**src/design/memoredf_pkg.sv**
```systemverilog
package memoredf_pkg;

    //////////////////////////////
    // scheduling modes
    //////////////////////////////

    // one bit, edf after reset
    typedef enum logic {
        EDF  = 1'b0,
        TDMA = 1'b1
    } sched_mode_e;

    //////////////////////////////
    // widths
    //////////////////////////////

    // periods, deadlines and all counters
    localparam int TIMER_W    = 16;
    localparam int CFG_DATA_W = 32;
    localparam int CFG_ADDR_W = 4;

    //////////////////////////////
    // configuration address map
    //////////////////////////////

    localparam logic [CFG_ADDR_W-1:0] CFG_ADDR_MODE          = 4'h0;
    // queue i sits at base + i
    localparam logic [CFG_ADDR_W-1:0] CFG_ADDR_PERIOD_BASE   = 4'h4;
    localparam logic [CFG_ADDR_W-1:0] CFG_ADDR_DEADLINE_BASE = 4'h8;

    // timer view of a config word
    typedef struct packed {
        logic [CFG_DATA_W-TIMER_W-1:0] pad;
        logic [TIMER_W-1:0]            value;
    } cfg_timer_t;

    // mode view of a config word
    typedef struct packed {
        logic [CFG_DATA_W-2:0] pad;
        sched_mode_e           mode;
    } cfg_mode_t;

    // same 32 bits, decoded by address
    typedef union packed {
        cfg_timer_t timer_view;
        cfg_mode_t  mode_view;
    } cfg_word_u;

endpackage
```
**src/design/memoredf_top.sv**
```systemverilog
`timescale 1ns/1ps

module memoredf_top #(
    parameter  int NUM_QUEUES  = 4,
    parameter  int QUEUE_DEPTH = 8,
    parameter  int DATA_WIDTH  = 32,
    localparam int ID_W        = (NUM_QUEUES > 1) ? $clog2(NUM_QUEUES) : 1
) (
    input  logic                                aclk,
    input  logic                                arst_n,
    // packet intake
    input  logic                                pkt_valid,
    input  logic [ID_W-1:0]                     pkt_core,
    input  logic [DATA_WIDTH-1:0]               pkt_data,
    output logic                                stall,
    // configuration writes
    input  logic                                cfg_valid,
    input  logic [memoredf_pkg::CFG_ADDR_W-1:0] cfg_addr,
    input  memoredf_pkg::cfg_word_u             cfg_data,
    // serializer side
    output logic                                issue_valid,
    output logic [ID_W-1:0]                     issue_core,
    output logic [DATA_WIDTH-1:0]               issue_data,
    input  logic                                pkt_consumed
);

    memoredf_pkg::sched_mode_e                        sched_mode;
    logic [NUM_QUEUES-1:0][memoredf_pkg::TIMER_W-1:0] periods;
    logic [NUM_QUEUES-1:0][memoredf_pkg::TIMER_W-1:0] deadlines;
    logic [NUM_QUEUES-1:0][memoredf_pkg::TIMER_W-1:0] deadline_count;
    logic [NUM_QUEUES-1:0]                            cfg_deadline_we;
    logic                                             cfg_mode_we;
    logic [NUM_QUEUES-1:0][DATA_WIDTH-1:0]            head_data;
    logic [NUM_QUEUES-1:0]                            empty;
    logic                                             pop;
    logic [ID_W-1:0]                                  pop_core;
    logic                                             served;
    logic [ID_W-1:0]                                  served_core;
    logic [ID_W-1:0]                                  slot_owner;

    //////////////////////////////
    // configuration
    //////////////////////////////

    config_regs #(
        .NUM_QUEUES(NUM_QUEUES)
    ) u_config_regs (
        .aclk           (aclk),
        .arst_n         (arst_n),
        .cfg_valid      (cfg_valid),
        .cfg_addr       (cfg_addr),
        .cfg_data       (cfg_data),
        .sched_mode     (sched_mode),
        .periods        (periods),
        .deadlines      (deadlines),
        .cfg_deadline_we(cfg_deadline_we),
        .cfg_mode_we    (cfg_mode_we)
    );

    //////////////////////////////
    // queues and scheduling
    //////////////////////////////

    core_queues #(
        .NUM_QUEUES (NUM_QUEUES),
        .QUEUE_DEPTH(QUEUE_DEPTH),
        .DATA_WIDTH (DATA_WIDTH)
    ) u_core_queues (
        .aclk     (aclk),
        .arst_n   (arst_n),
        .pkt_valid(pkt_valid),
        .pkt_core (pkt_core),
        .pkt_data (pkt_data),
        .pop      (pop),
        .pop_core (pop_core),
        .head_data(head_data),
        .empty    (empty),
        .stall    (stall)
    );

    deadline_timers #(
        .NUM_QUEUES(NUM_QUEUES)
    ) u_deadline_timers (
        .aclk           (aclk),
        .arst_n         (arst_n),
        .sched_mode     (sched_mode),
        .periods        (periods),
        .deadlines      (deadlines),
        .cfg_deadline_we(cfg_deadline_we),
        .cfg_mode_we    (cfg_mode_we),
        .served         (served),
        .served_core    (served_core),
        .deadline_count (deadline_count),
        .slot_owner     (slot_owner)
    );

    issue_fsm #(
        .NUM_QUEUES(NUM_QUEUES),
        .DATA_WIDTH(DATA_WIDTH)
    ) u_issue_fsm (
        .aclk          (aclk),
        .arst_n        (arst_n),
        .sched_mode    (sched_mode),
        .empty         (empty),
        .head_data     (head_data),
        .deadline_count(deadline_count),
        .slot_owner    (slot_owner),
        .pkt_consumed  (pkt_consumed),
        .pop           (pop),
        .pop_core      (pop_core),
        .served        (served),
        .served_core   (served_core),
        .issue_valid   (issue_valid),
        .issue_core    (issue_core),
        .issue_data    (issue_data)
    );

endmodule

```
**src/design/issue_fsm.sv**
```systemverilog
`timescale 1ns/1ps

module issue_fsm #(
    parameter  int NUM_QUEUES = 4,
    parameter  int DATA_WIDTH = 32,
    localparam int ID_W       = (NUM_QUEUES > 1) ? $clog2(NUM_QUEUES) : 1
) (
    input  logic                                              aclk,
    input  logic                                              arst_n,
    input  memoredf_pkg::sched_mode_e                         sched_mode,
    input  logic [NUM_QUEUES-1:0]                             empty,
    input  logic [NUM_QUEUES-1:0][DATA_WIDTH-1:0]             head_data,
    input  logic [NUM_QUEUES-1:0][memoredf_pkg::TIMER_W-1:0]  deadline_count,
    input  logic [ID_W-1:0]                                   slot_owner,
    input  logic                                              pkt_consumed,
    output logic                                              pop,
    output logic [ID_W-1:0]                                   pop_core,
    output logic                                              served,
    output logic [ID_W-1:0]                                   served_core,
    output logic                                              issue_valid,
    output logic [ID_W-1:0]                                   issue_core,
    output logic [DATA_WIDTH-1:0]                             issue_data
);

    localparam logic [1:0] S_IDLE          = 2'd0;
    localparam logic [1:0] S_ISSUE         = 2'd1;
    localparam logic [1:0] S_WAIT_CONSUMED = 2'd2;

    logic [1:0]                       state;
    logic [1:0]                       state_next;
    logic                             pick_valid;
    logic [ID_W-1:0]                  pick_core;
    logic [memoredf_pkg::TIMER_W-1:0] best;
    logic                             launch;

    //////////////////////////////
    // queue selection
    //////////////////////////////

    always_comb begin
        pick_valid = 1'b0;
        pick_core  = '0;
        best       = '1;
        if (sched_mode == memoredf_pkg::TDMA) begin
            // slot owner only, idle slot if its queue is empty
            pick_valid = !empty[slot_owner];
            pick_core  = slot_owner;
        end else begin
            // smallest counter wins, strict < keeps the lowest index on ties
            for (int i = 0; i < NUM_QUEUES; i++) begin
                if (!empty[i] && (!pick_valid || (deadline_count[i] < best))) begin
                    pick_valid = 1'b1;
                    pick_core  = ID_W'(i);
                    best       = deadline_count[i];
                end
            end
        end
    end

    assign launch = (state == S_IDLE) && pick_valid;

    always_comb begin
        state_next = state;
        case (state)
            S_IDLE:          if (pick_valid) state_next = S_ISSUE;
            S_ISSUE:         state_next = S_WAIT_CONSUMED;
            S_WAIT_CONSUMED: if (pkt_consumed) state_next = S_IDLE;
            default:         state_next = S_IDLE;
        endcase
    end

    always_ff @(posedge aclk or negedge arst_n) begin
        if (!arst_n) begin
            state       <= S_IDLE;
            issue_valid <= 1'b0;
            issue_core  <= '0;
        end else begin
            state       <= state_next;
            issue_valid <= launch;
            if (launch) begin
                issue_core <= pick_core;
            end
        end
    end

    // head packet registered toward the serializer
    always_ff @(posedge aclk) begin
        if (launch) begin
            issue_data <= head_data[pick_core];
        end
    end

    // pop and reload in the issue cycle
    assign pop         = (state == S_ISSUE);
    assign pop_core    = issue_core;
    assign served      = (state == S_ISSUE);
    assign served_core = issue_core;

    // one packet in flight
    a_issue_single: assert property (
        @(posedge aclk) disable iff (!arst_n) issue_valid |=> !issue_valid);

    // serializer answers only an outstanding issue
    a_consumed_in_wait: assert property (
        @(posedge aclk) disable iff (!arst_n) pkt_consumed |-> state == S_WAIT_CONSUMED);

endmodule

```
**src/design/deadline_timers.sv**
```systemverilog
`timescale 1ns/1ps

module deadline_timers #(
    parameter  int NUM_QUEUES = 4,
    localparam int ID_W       = (NUM_QUEUES > 1) ? $clog2(NUM_QUEUES) : 1
) (
    input  logic                                              aclk,
    input  logic                                              arst_n,
    input  memoredf_pkg::sched_mode_e                         sched_mode,
    input  logic [NUM_QUEUES-1:0][memoredf_pkg::TIMER_W-1:0]  periods,
    input  logic [NUM_QUEUES-1:0][memoredf_pkg::TIMER_W-1:0]  deadlines,
    input  logic [NUM_QUEUES-1:0]                             cfg_deadline_we,
    input  logic                                              cfg_mode_we,
    input  logic                                              served,
    input  logic [ID_W-1:0]                                   served_core,
    output logic [NUM_QUEUES-1:0][memoredf_pkg::TIMER_W-1:0]  deadline_count,
    output logic [ID_W-1:0]                                   slot_owner
);

    logic [memoredf_pkg::TIMER_W-1:0] slot_count;
    logic                             slot_end;

    //////////////////////////////
    // edf countdown
    //////////////////////////////

    // reload on service or on a deadline write
    // otherwise count down and hold at zero
    always_ff @(posedge aclk or negedge arst_n) begin
        if (!arst_n) begin
            deadline_count <= '0;
        end else begin
            for (int i = 0; i < NUM_QUEUES; i++) begin
                if (cfg_deadline_we[i] || (served && (served_core == ID_W'(i)))) begin
                    deadline_count[i] <= deadlines[i];
                end else if (deadline_count[i] != '0) begin
                    deadline_count[i] <= deadline_count[i] - 1'b1;
                end
            end
        end
    end

    //////////////////////////////
    // tdma slot rotation
    //////////////////////////////

    // >= so a shortened period still ends the slot
    assign slot_end = (slot_count >= periods[slot_owner]);

    always_ff @(posedge aclk or negedge arst_n) begin
        if (!arst_n) begin
            slot_count <= '0;
            slot_owner <= '0;
        end else if (cfg_mode_we) begin
            // mode change restarts the frame at queue 0
            slot_count <= '0;
            slot_owner <= '0;
        end else if (sched_mode == memoredf_pkg::TDMA) begin
            if (slot_end) begin
                slot_count <= '0;
                // advance owner and wrap after the last queue
                if (slot_owner == ID_W'(NUM_QUEUES - 1)) begin
                    slot_owner <= '0;
                end else begin
                    slot_owner <= slot_owner + 1'b1;
                end
            end else begin
                slot_count <= slot_count + 1'b1;
            end
        end
    end

    // owner indexes periods and the empty flags in issue_fsm
    a_owner_in_range: assert property (
        @(posedge aclk) disable iff (!arst_n) int'(slot_owner) < NUM_QUEUES);

endmodule

```
**src/design/core_queues.sv**
```systemverilog
`timescale 1ns/1ps

module core_queues #(
    parameter  int NUM_QUEUES  = 4,
    parameter  int QUEUE_DEPTH = 8,
    parameter  int DATA_WIDTH  = 32,
    localparam int ID_W        = (NUM_QUEUES > 1) ? $clog2(NUM_QUEUES) : 1
) (
    input  logic                                 aclk,
    input  logic                                 arst_n,
    input  logic                                 pkt_valid,
    input  logic [ID_W-1:0]                      pkt_core,
    input  logic [DATA_WIDTH-1:0]                pkt_data,
    input  logic                                 pop,
    input  logic [ID_W-1:0]                      pop_core,
    output logic [NUM_QUEUES-1:0][DATA_WIDTH-1:0] head_data,
    output logic [NUM_QUEUES-1:0]                empty,
    output logic                                 stall
);

    localparam int PTR_W = (QUEUE_DEPTH > 1) ? $clog2(QUEUE_DEPTH) : 1;
    localparam int CNT_W = $clog2(QUEUE_DEPTH + 1);

    logic [DATA_WIDTH-1:0]            mem [NUM_QUEUES][QUEUE_DEPTH];
    logic [NUM_QUEUES-1:0][PTR_W-1:0] rd_ptr;
    logic [NUM_QUEUES-1:0][PTR_W-1:0] wr_ptr;
    logic [NUM_QUEUES-1:0][CNT_W-1:0] count;
    logic [NUM_QUEUES-1:0][CNT_W-1:0] count_next;
    logic [NUM_QUEUES-1:0]            push_sel;
    logic [NUM_QUEUES-1:0]            pop_sel;
    logic                             stall_next;

    // circular pointer step, wraps at depth
    function automatic logic [PTR_W-1:0] next_ptr(input logic [PTR_W-1:0] ptr);
        return (ptr == PTR_W'(QUEUE_DEPTH - 1)) ? '0 : ptr + 1'b1;
    endfunction

    //////////////////////////////
    // per-core occupancy
    //////////////////////////////

    always_comb begin
        stall_next = 1'b0;
        for (int i = 0; i < NUM_QUEUES; i++) begin
            // pushes during stall are dropped
            push_sel[i]   = pkt_valid && !stall && (pkt_core == ID_W'(i));
            pop_sel[i]    = pop && (pop_core == ID_W'(i)) && (count[i] != '0);
            count_next[i] = count[i] + CNT_W'(push_sel[i]) - CNT_W'(pop_sel[i]);
            // stall tracks next occupancy so it rises right after the filling push
            stall_next    = stall_next || (count_next[i] == CNT_W'(QUEUE_DEPTH));
            empty[i]      = (count[i] == '0);
            // head is the oldest entry
            head_data[i]  = mem[i][rd_ptr[i]];
        end
    end

    always_ff @(posedge aclk or negedge arst_n) begin
        if (!arst_n) begin
            rd_ptr <= '0;
            wr_ptr <= '0;
            count  <= '0;
            stall  <= 1'b0;
        end else begin
            count <= count_next;
            stall <= stall_next;
            for (int i = 0; i < NUM_QUEUES; i++) begin
                if (push_sel[i]) begin
                    wr_ptr[i] <= next_ptr(wr_ptr[i]);
                end
                if (pop_sel[i]) begin
                    rd_ptr[i] <= next_ptr(rd_ptr[i]);
                end
            end
        end
    end

    // packet storage
    always_ff @(posedge aclk) begin
        for (int i = 0; i < NUM_QUEUES; i++) begin
            if (push_sel[i]) begin
                mem[i][wr_ptr[i]] <= pkt_data;
            end
        end
    end

    // source has to honour stall
    a_no_push_in_stall: assert property (
        @(posedge aclk) disable iff (!arst_n) pkt_valid |-> !stall);

    // scheduler only pops a queue it saw as non-empty
    a_no_pop_empty: assert property (
        @(posedge aclk) disable iff (!arst_n) pop |-> !empty[pop_core]);

endmodule

```
**src/design/config_regs.sv**
```systemverilog
`timescale 1ns/1ps

module config_regs #(
    parameter int NUM_QUEUES = 4
) (
    input  logic                                              aclk,
    input  logic                                              arst_n,
    input  logic                                              cfg_valid,
    input  logic [memoredf_pkg::CFG_ADDR_W-1:0]               cfg_addr,
    input  memoredf_pkg::cfg_word_u                           cfg_data,
    output memoredf_pkg::sched_mode_e                         sched_mode,
    output logic [NUM_QUEUES-1:0][memoredf_pkg::TIMER_W-1:0]  periods,
    output logic [NUM_QUEUES-1:0][memoredf_pkg::TIMER_W-1:0]  deadlines,
    output logic [NUM_QUEUES-1:0]                             cfg_deadline_we,
    output logic                                              cfg_mode_we
);

    localparam int AW = memoredf_pkg::CFG_ADDR_W;

    logic                  mode_hit;
    logic [NUM_QUEUES-1:0] period_hit;
    logic [NUM_QUEUES-1:0] deadline_hit;

    // address decode
    // unmapped addresses hit nothing
    always_comb begin
        mode_hit = cfg_valid && (cfg_addr == memoredf_pkg::CFG_ADDR_MODE);
        for (int i = 0; i < NUM_QUEUES; i++) begin
            period_hit[i] = cfg_valid
                && (cfg_addr == memoredf_pkg::CFG_ADDR_PERIOD_BASE + AW'(i));
            deadline_hit[i] = cfg_valid
                && (cfg_addr == memoredf_pkg::CFG_ADDR_DEADLINE_BASE + AW'(i));
        end
    end

    //////////////////////////////
    // register file
    //////////////////////////////

    always_ff @(posedge aclk or negedge arst_n) begin
        if (!arst_n) begin
            sched_mode      <= memoredf_pkg::EDF;
            periods         <= '0;
            deadlines       <= '0;
            cfg_deadline_we <= '0;
            cfg_mode_we     <= 1'b0;
        end else begin
            // strobes last a single cycle
            cfg_mode_we     <= mode_hit;
            cfg_deadline_we <= deadline_hit;
            // mode word takes bit 0 only
            if (mode_hit) begin
                sched_mode <= cfg_data.mode_view.mode;
            end
            for (int i = 0; i < NUM_QUEUES; i++) begin
                if (period_hit[i]) begin
                    periods[i] <= cfg_data.timer_view.value;
                end
                if (deadline_hit[i]) begin
                    deadlines[i] <= cfg_data.timer_view.value;
                end
            end
        end
    end

endmodule

```
**config.mk**
```make
export PLATFORM = sky130hd
export DESIGN_NAME = memoredf_top
export DESIGN_NICKNAME = d
export VERILOG_FILES = /design/src/design/memoredf_pkg.sv /design/src/design/memoredf_top.sv /design/src/design/issue_fsm.sv /design/src/design/deadline_timers.sv /design/src/design/core_queues.sv /design/src/design/config_regs.sv
export SDC_FILE = /design/constraint.sdc
export NUM_CORES = 2
export LEC_CHECK = 0
export BUFFER_PORTS_ARGS = -buffer_cell sky130_fd_sc_hd__buf_2
export CAP_MARGIN = 10
export CORE_ASPECT_RATIO = 1.1
export CORE_UTILIZATION = 57
export CTS_CLUSTER_DIAMETER = 80
export DETAILED_ROUTE_END_ITERATION = 12
export PLACE_DENSITY = 0.73
export SETUP_SLACK_MARGIN = 0.3
export SYNTH_ARGS = -nofsm -noshare
export SYNTH_HDL_FRONTEND = slang
export SYNTH_SLANG_ARGS = --single-unit
```
**constraint.sdc**
```tcl
create_clock -name aclk -period 11.05 [get_ports aclk]
set_clock_uncertainty 0.15 [all_clocks]
set_input_delay 1.105 -clock aclk [delete_from_list [all_inputs] [get_ports aclk]]
set_output_delay 1.105 -clock aclk [all_outputs]
set_load 0.005 [all_outputs]
```
==> impl_results.md <==
* Yosys top cell area share at 0.5825
* Global route total overflow at 0
* Top post-synthesis cells by area: edfxtp_1 58%, dfrtp_1 12%, mux4_2 11%
* RSZ-0062 raised after global routing: no
* P_leak at 21.30 nW
* Worst r2r path cells at 29
* Vias in the first global route at 29180
* FF-to-FF Start: u_core_queues.count[2]
* Setup bufs post-CTS at 0
* Crit path max fanout at 33
* CORE AREA at 94340 um^2
* Iter 0 DRT Violations at 2784
* GRT Max-Usage Layer: met2
* Max VDD drop at 0.3037 mV
* IO Port Bufs at 94
* Netlist cell types at 64
* Post-Syn Area per Cell at 18.09 um^2
* Most frequent cell after synthesis: edfxtp_1
* Post-synth EDFFs at 1056
* # nets final at 3349
* WP depth at 29
* Final ANT Viol Nets at 0
* Met1 global-route usage at 0.3493
* Gr usage total at 0.2668
* Post-detail-place hpwl at 72.25 mm
* Post-synth design cell area at 54440 um^2
* Slowest cell on the critical path: nand2_1
* Crit path from: u_core_queues.count[2]
* Hold slack at 0.2987 ns
* H-tree Lvls at 4
* Max Cap Viol at 0
* Die Y at 326.1 um
* F_max at 111.7 MHz
* I/O Pins at 111
* P&R area growth vs syn at 11.94%
* Slew Limit Fails at 0
* Initial antenna violation count at 7
* Worst slew margin at 0.1968
* Number of CTS-inserted buffers at 133
* TritonRoute pass-1 iters at 5
* Hold WC Path Type: in -> async
* Ys async rst share at 0.1988
* Worst reg2reg setup slack at 2.09 ns
* CP bufs+invs at 3
* Overall power at 0.01670 W
* CTS tree: yes
* Largest net degree at the start of global routing at 120
* Maximum clock insertion buffer count at 3
* # clock sinks at 1318
* Hold Fails Final Rpt at 0
* Synth top cells by count: 1056 x edfxtp_1, 273 x mux4_2, 262 x dfrtp_1
* Final period utilization at 0.8105
* CTS root buf: clkbuf_16
* CP arrival at 9.29 ns
* Vias at 28260
* Die area at 96750 um^2
* Storage element area at 38300 um^2
* Setup TNS Final at 0 ns
* Worst path top cell family by delay: compound AO/OA/AOI/OAI gates
* Placer Congestion at 0.9057
* Met3 Resource Use GR at 0.05137
* Worst setup SP type: register
* Multi-input logic area at 15550 um^2
* Number of fill cells in the layout at 6294
* Status: finished, final reports clean
* Cts-stage hold buffer count at 0
* CP Capture Type: register
* Leading area contributor after synthesis: edfxtp_1
* DRC viols at 0
* Routed length per instance at 27.68 um
* Initial Utilization at 0.5770
* Period minus WS final at 8.956 ns
* Setup violators final at 0
* Routed WL at 125.5 mm
* Total number of yosys warnings at 0
* Sequential fraction of the synthesis area at 0.7029
* Power density over the cells at 274.0 nW/um^2
* Fraction of layout cells with a size suffix above 1 at 0.2563
* Met2 usage at 0.4388
* Post_cts resized at 0
* Clock transition at path regs at 0.06 ns
* # rows at 118
* Synthesized Nets at 3189
* Slew @ Worst Pin at 1.205 ns
* RR Endpoint: u_issue_fsm.issue_data[9]
* Worst endpoint required time at 11.38 ns
* Ys flop type: edfxtp_1
* Vias/cell at 6.235
* Worst Path Class, Setup: reg -> reg
* Critical path's most frequent cell: ha_1
* Critical Path End: u_issue_fsm.issue_data[9]
* Global-route wire length before repair at 185.5 mm
* Cells after Synth at 3009
* Worst stage delay on the critical path at 0.65 ns
* Post-synthesis register bit count at 1318
* Die extent in x at 296.7 um
* Worst skew pair latency at 0.75 ns
-- state kept, by name (all words and copies together) (netlist names), 2 cells and up --
| name | cells |
|---|---|
| u_config_regs.cfg_deadline_we | 4 |
| u_config_regs.deadlines | 64 |
| u_config_regs.periods | 64 |
| u_core_queues.count | 16 |
| u_core_queues.mem | 1024 |
| u_core_queues.rd_ptr | 12 |
| u_core_queues.wr_ptr | 12 |
| u_deadline_timers.deadline_count | 64 |
| u_deadline_timers.slot_count | 16 |
| u_deadline_timers.slot_owner | 2 |
| u_issue_fsm.issue_core | 2 |
| u_issue_fsm.issue_data | 32 |
| u_issue_fsm.state | 2 |
-- cells in the final DEF (no fill, tap or decap), types with 47 or more instances in the layout --
cell,Yosys,routed
nor2_1,104,79
mux2_2,165,165
edfxtp_1,1056,1056
nand2_1,180,180
clkbuf_16,0,139
mux2i_1,196,196
buf_2,10,93
inv_1,79,79
dfrtp_1,262,250
a21oi_1,47,47
ha_1,101,101
o21ai_0,88,88
buf_4,0,58
mux4_2,273,273
-- worst register-to-register path, delay by kind of cell (launching register included) --
family                     cells  cell delay, ns
AOI/OAI and AO/OA             14            3.29
and+or+nand+nor                6            1.90
adders and majority gates      4            1.16
buffers and inverters          3            0.97
muxes                          2            0.87
DFF                            1            0.37
-- through the flow --
stage                     std cells  area, um^2  setup slack [ns]    util
after floorplan                3009       54440             3.069       -
after global placement         4294       56680             2.225  0.6008
after detailed placement       4294       56680             2.129  0.6008
after CTS                      4530       60930             2.072  0.6459
after global routing           4531       60930             1.478  0.6459
final                          4532       60940             2.094  0.6459
-- power by group --
| group | internal (W) | total [W] | switching [W] |
|---|---|---|---|
| registers | 0.00600 | 0.00670 | 0.000696 |
| clock network | 0.00254 | 0.00439 | 0.00185 |
| logic | 0.00266 | 0.00561 | 0.00294 |
-- final cells by class --
type / count / share of cell area
Tap cell: 1260 / 0.02587
Multi-Input combinational cell: 1482 / 0.2553
Inverter: 80 / 0.004928
Clock inverter: 59 / 0.009137
Timing Repair Buffer: 154 / 0.01569
Antenna cell: 2 / 0.00008213
Sequential cell: 1318 / 0.6285
Clock buffer: 177 / 0.06057
-- metal layers --
layer  up-vias  wire length, um
met4         4             5080
met3       261             8970
met1     14650            48700
li1      12170                -
met2      1167            62680
met5         -               23
-- how the worst min path moves through the flow --
stage | end | depth (start not counted)
after floorplan | u_deadline_timers.deadline_count[19] | 2
after global placement | u_deadline_timers.deadline_count[49] | 2
after detailed placement | u_deadline_timers.deadline_count[36] | 2
after CTS | u_config_regs.periods[60] | 1
after global routing | u_deadline_timers.deadline_count[33] | 2
final | u_config_regs.periods[10] | 1
-- cell families after synthesis --
kind of cell	synth area share
mux	0.1831
compound gates	0.02526
xor+xnor	0.007722
buf+inv	0.01574
simple gates	0.04057
fa+ha+maj	0.02468
flops	0.7029
No activity file was read; power rests on OpenSTA's default activity.
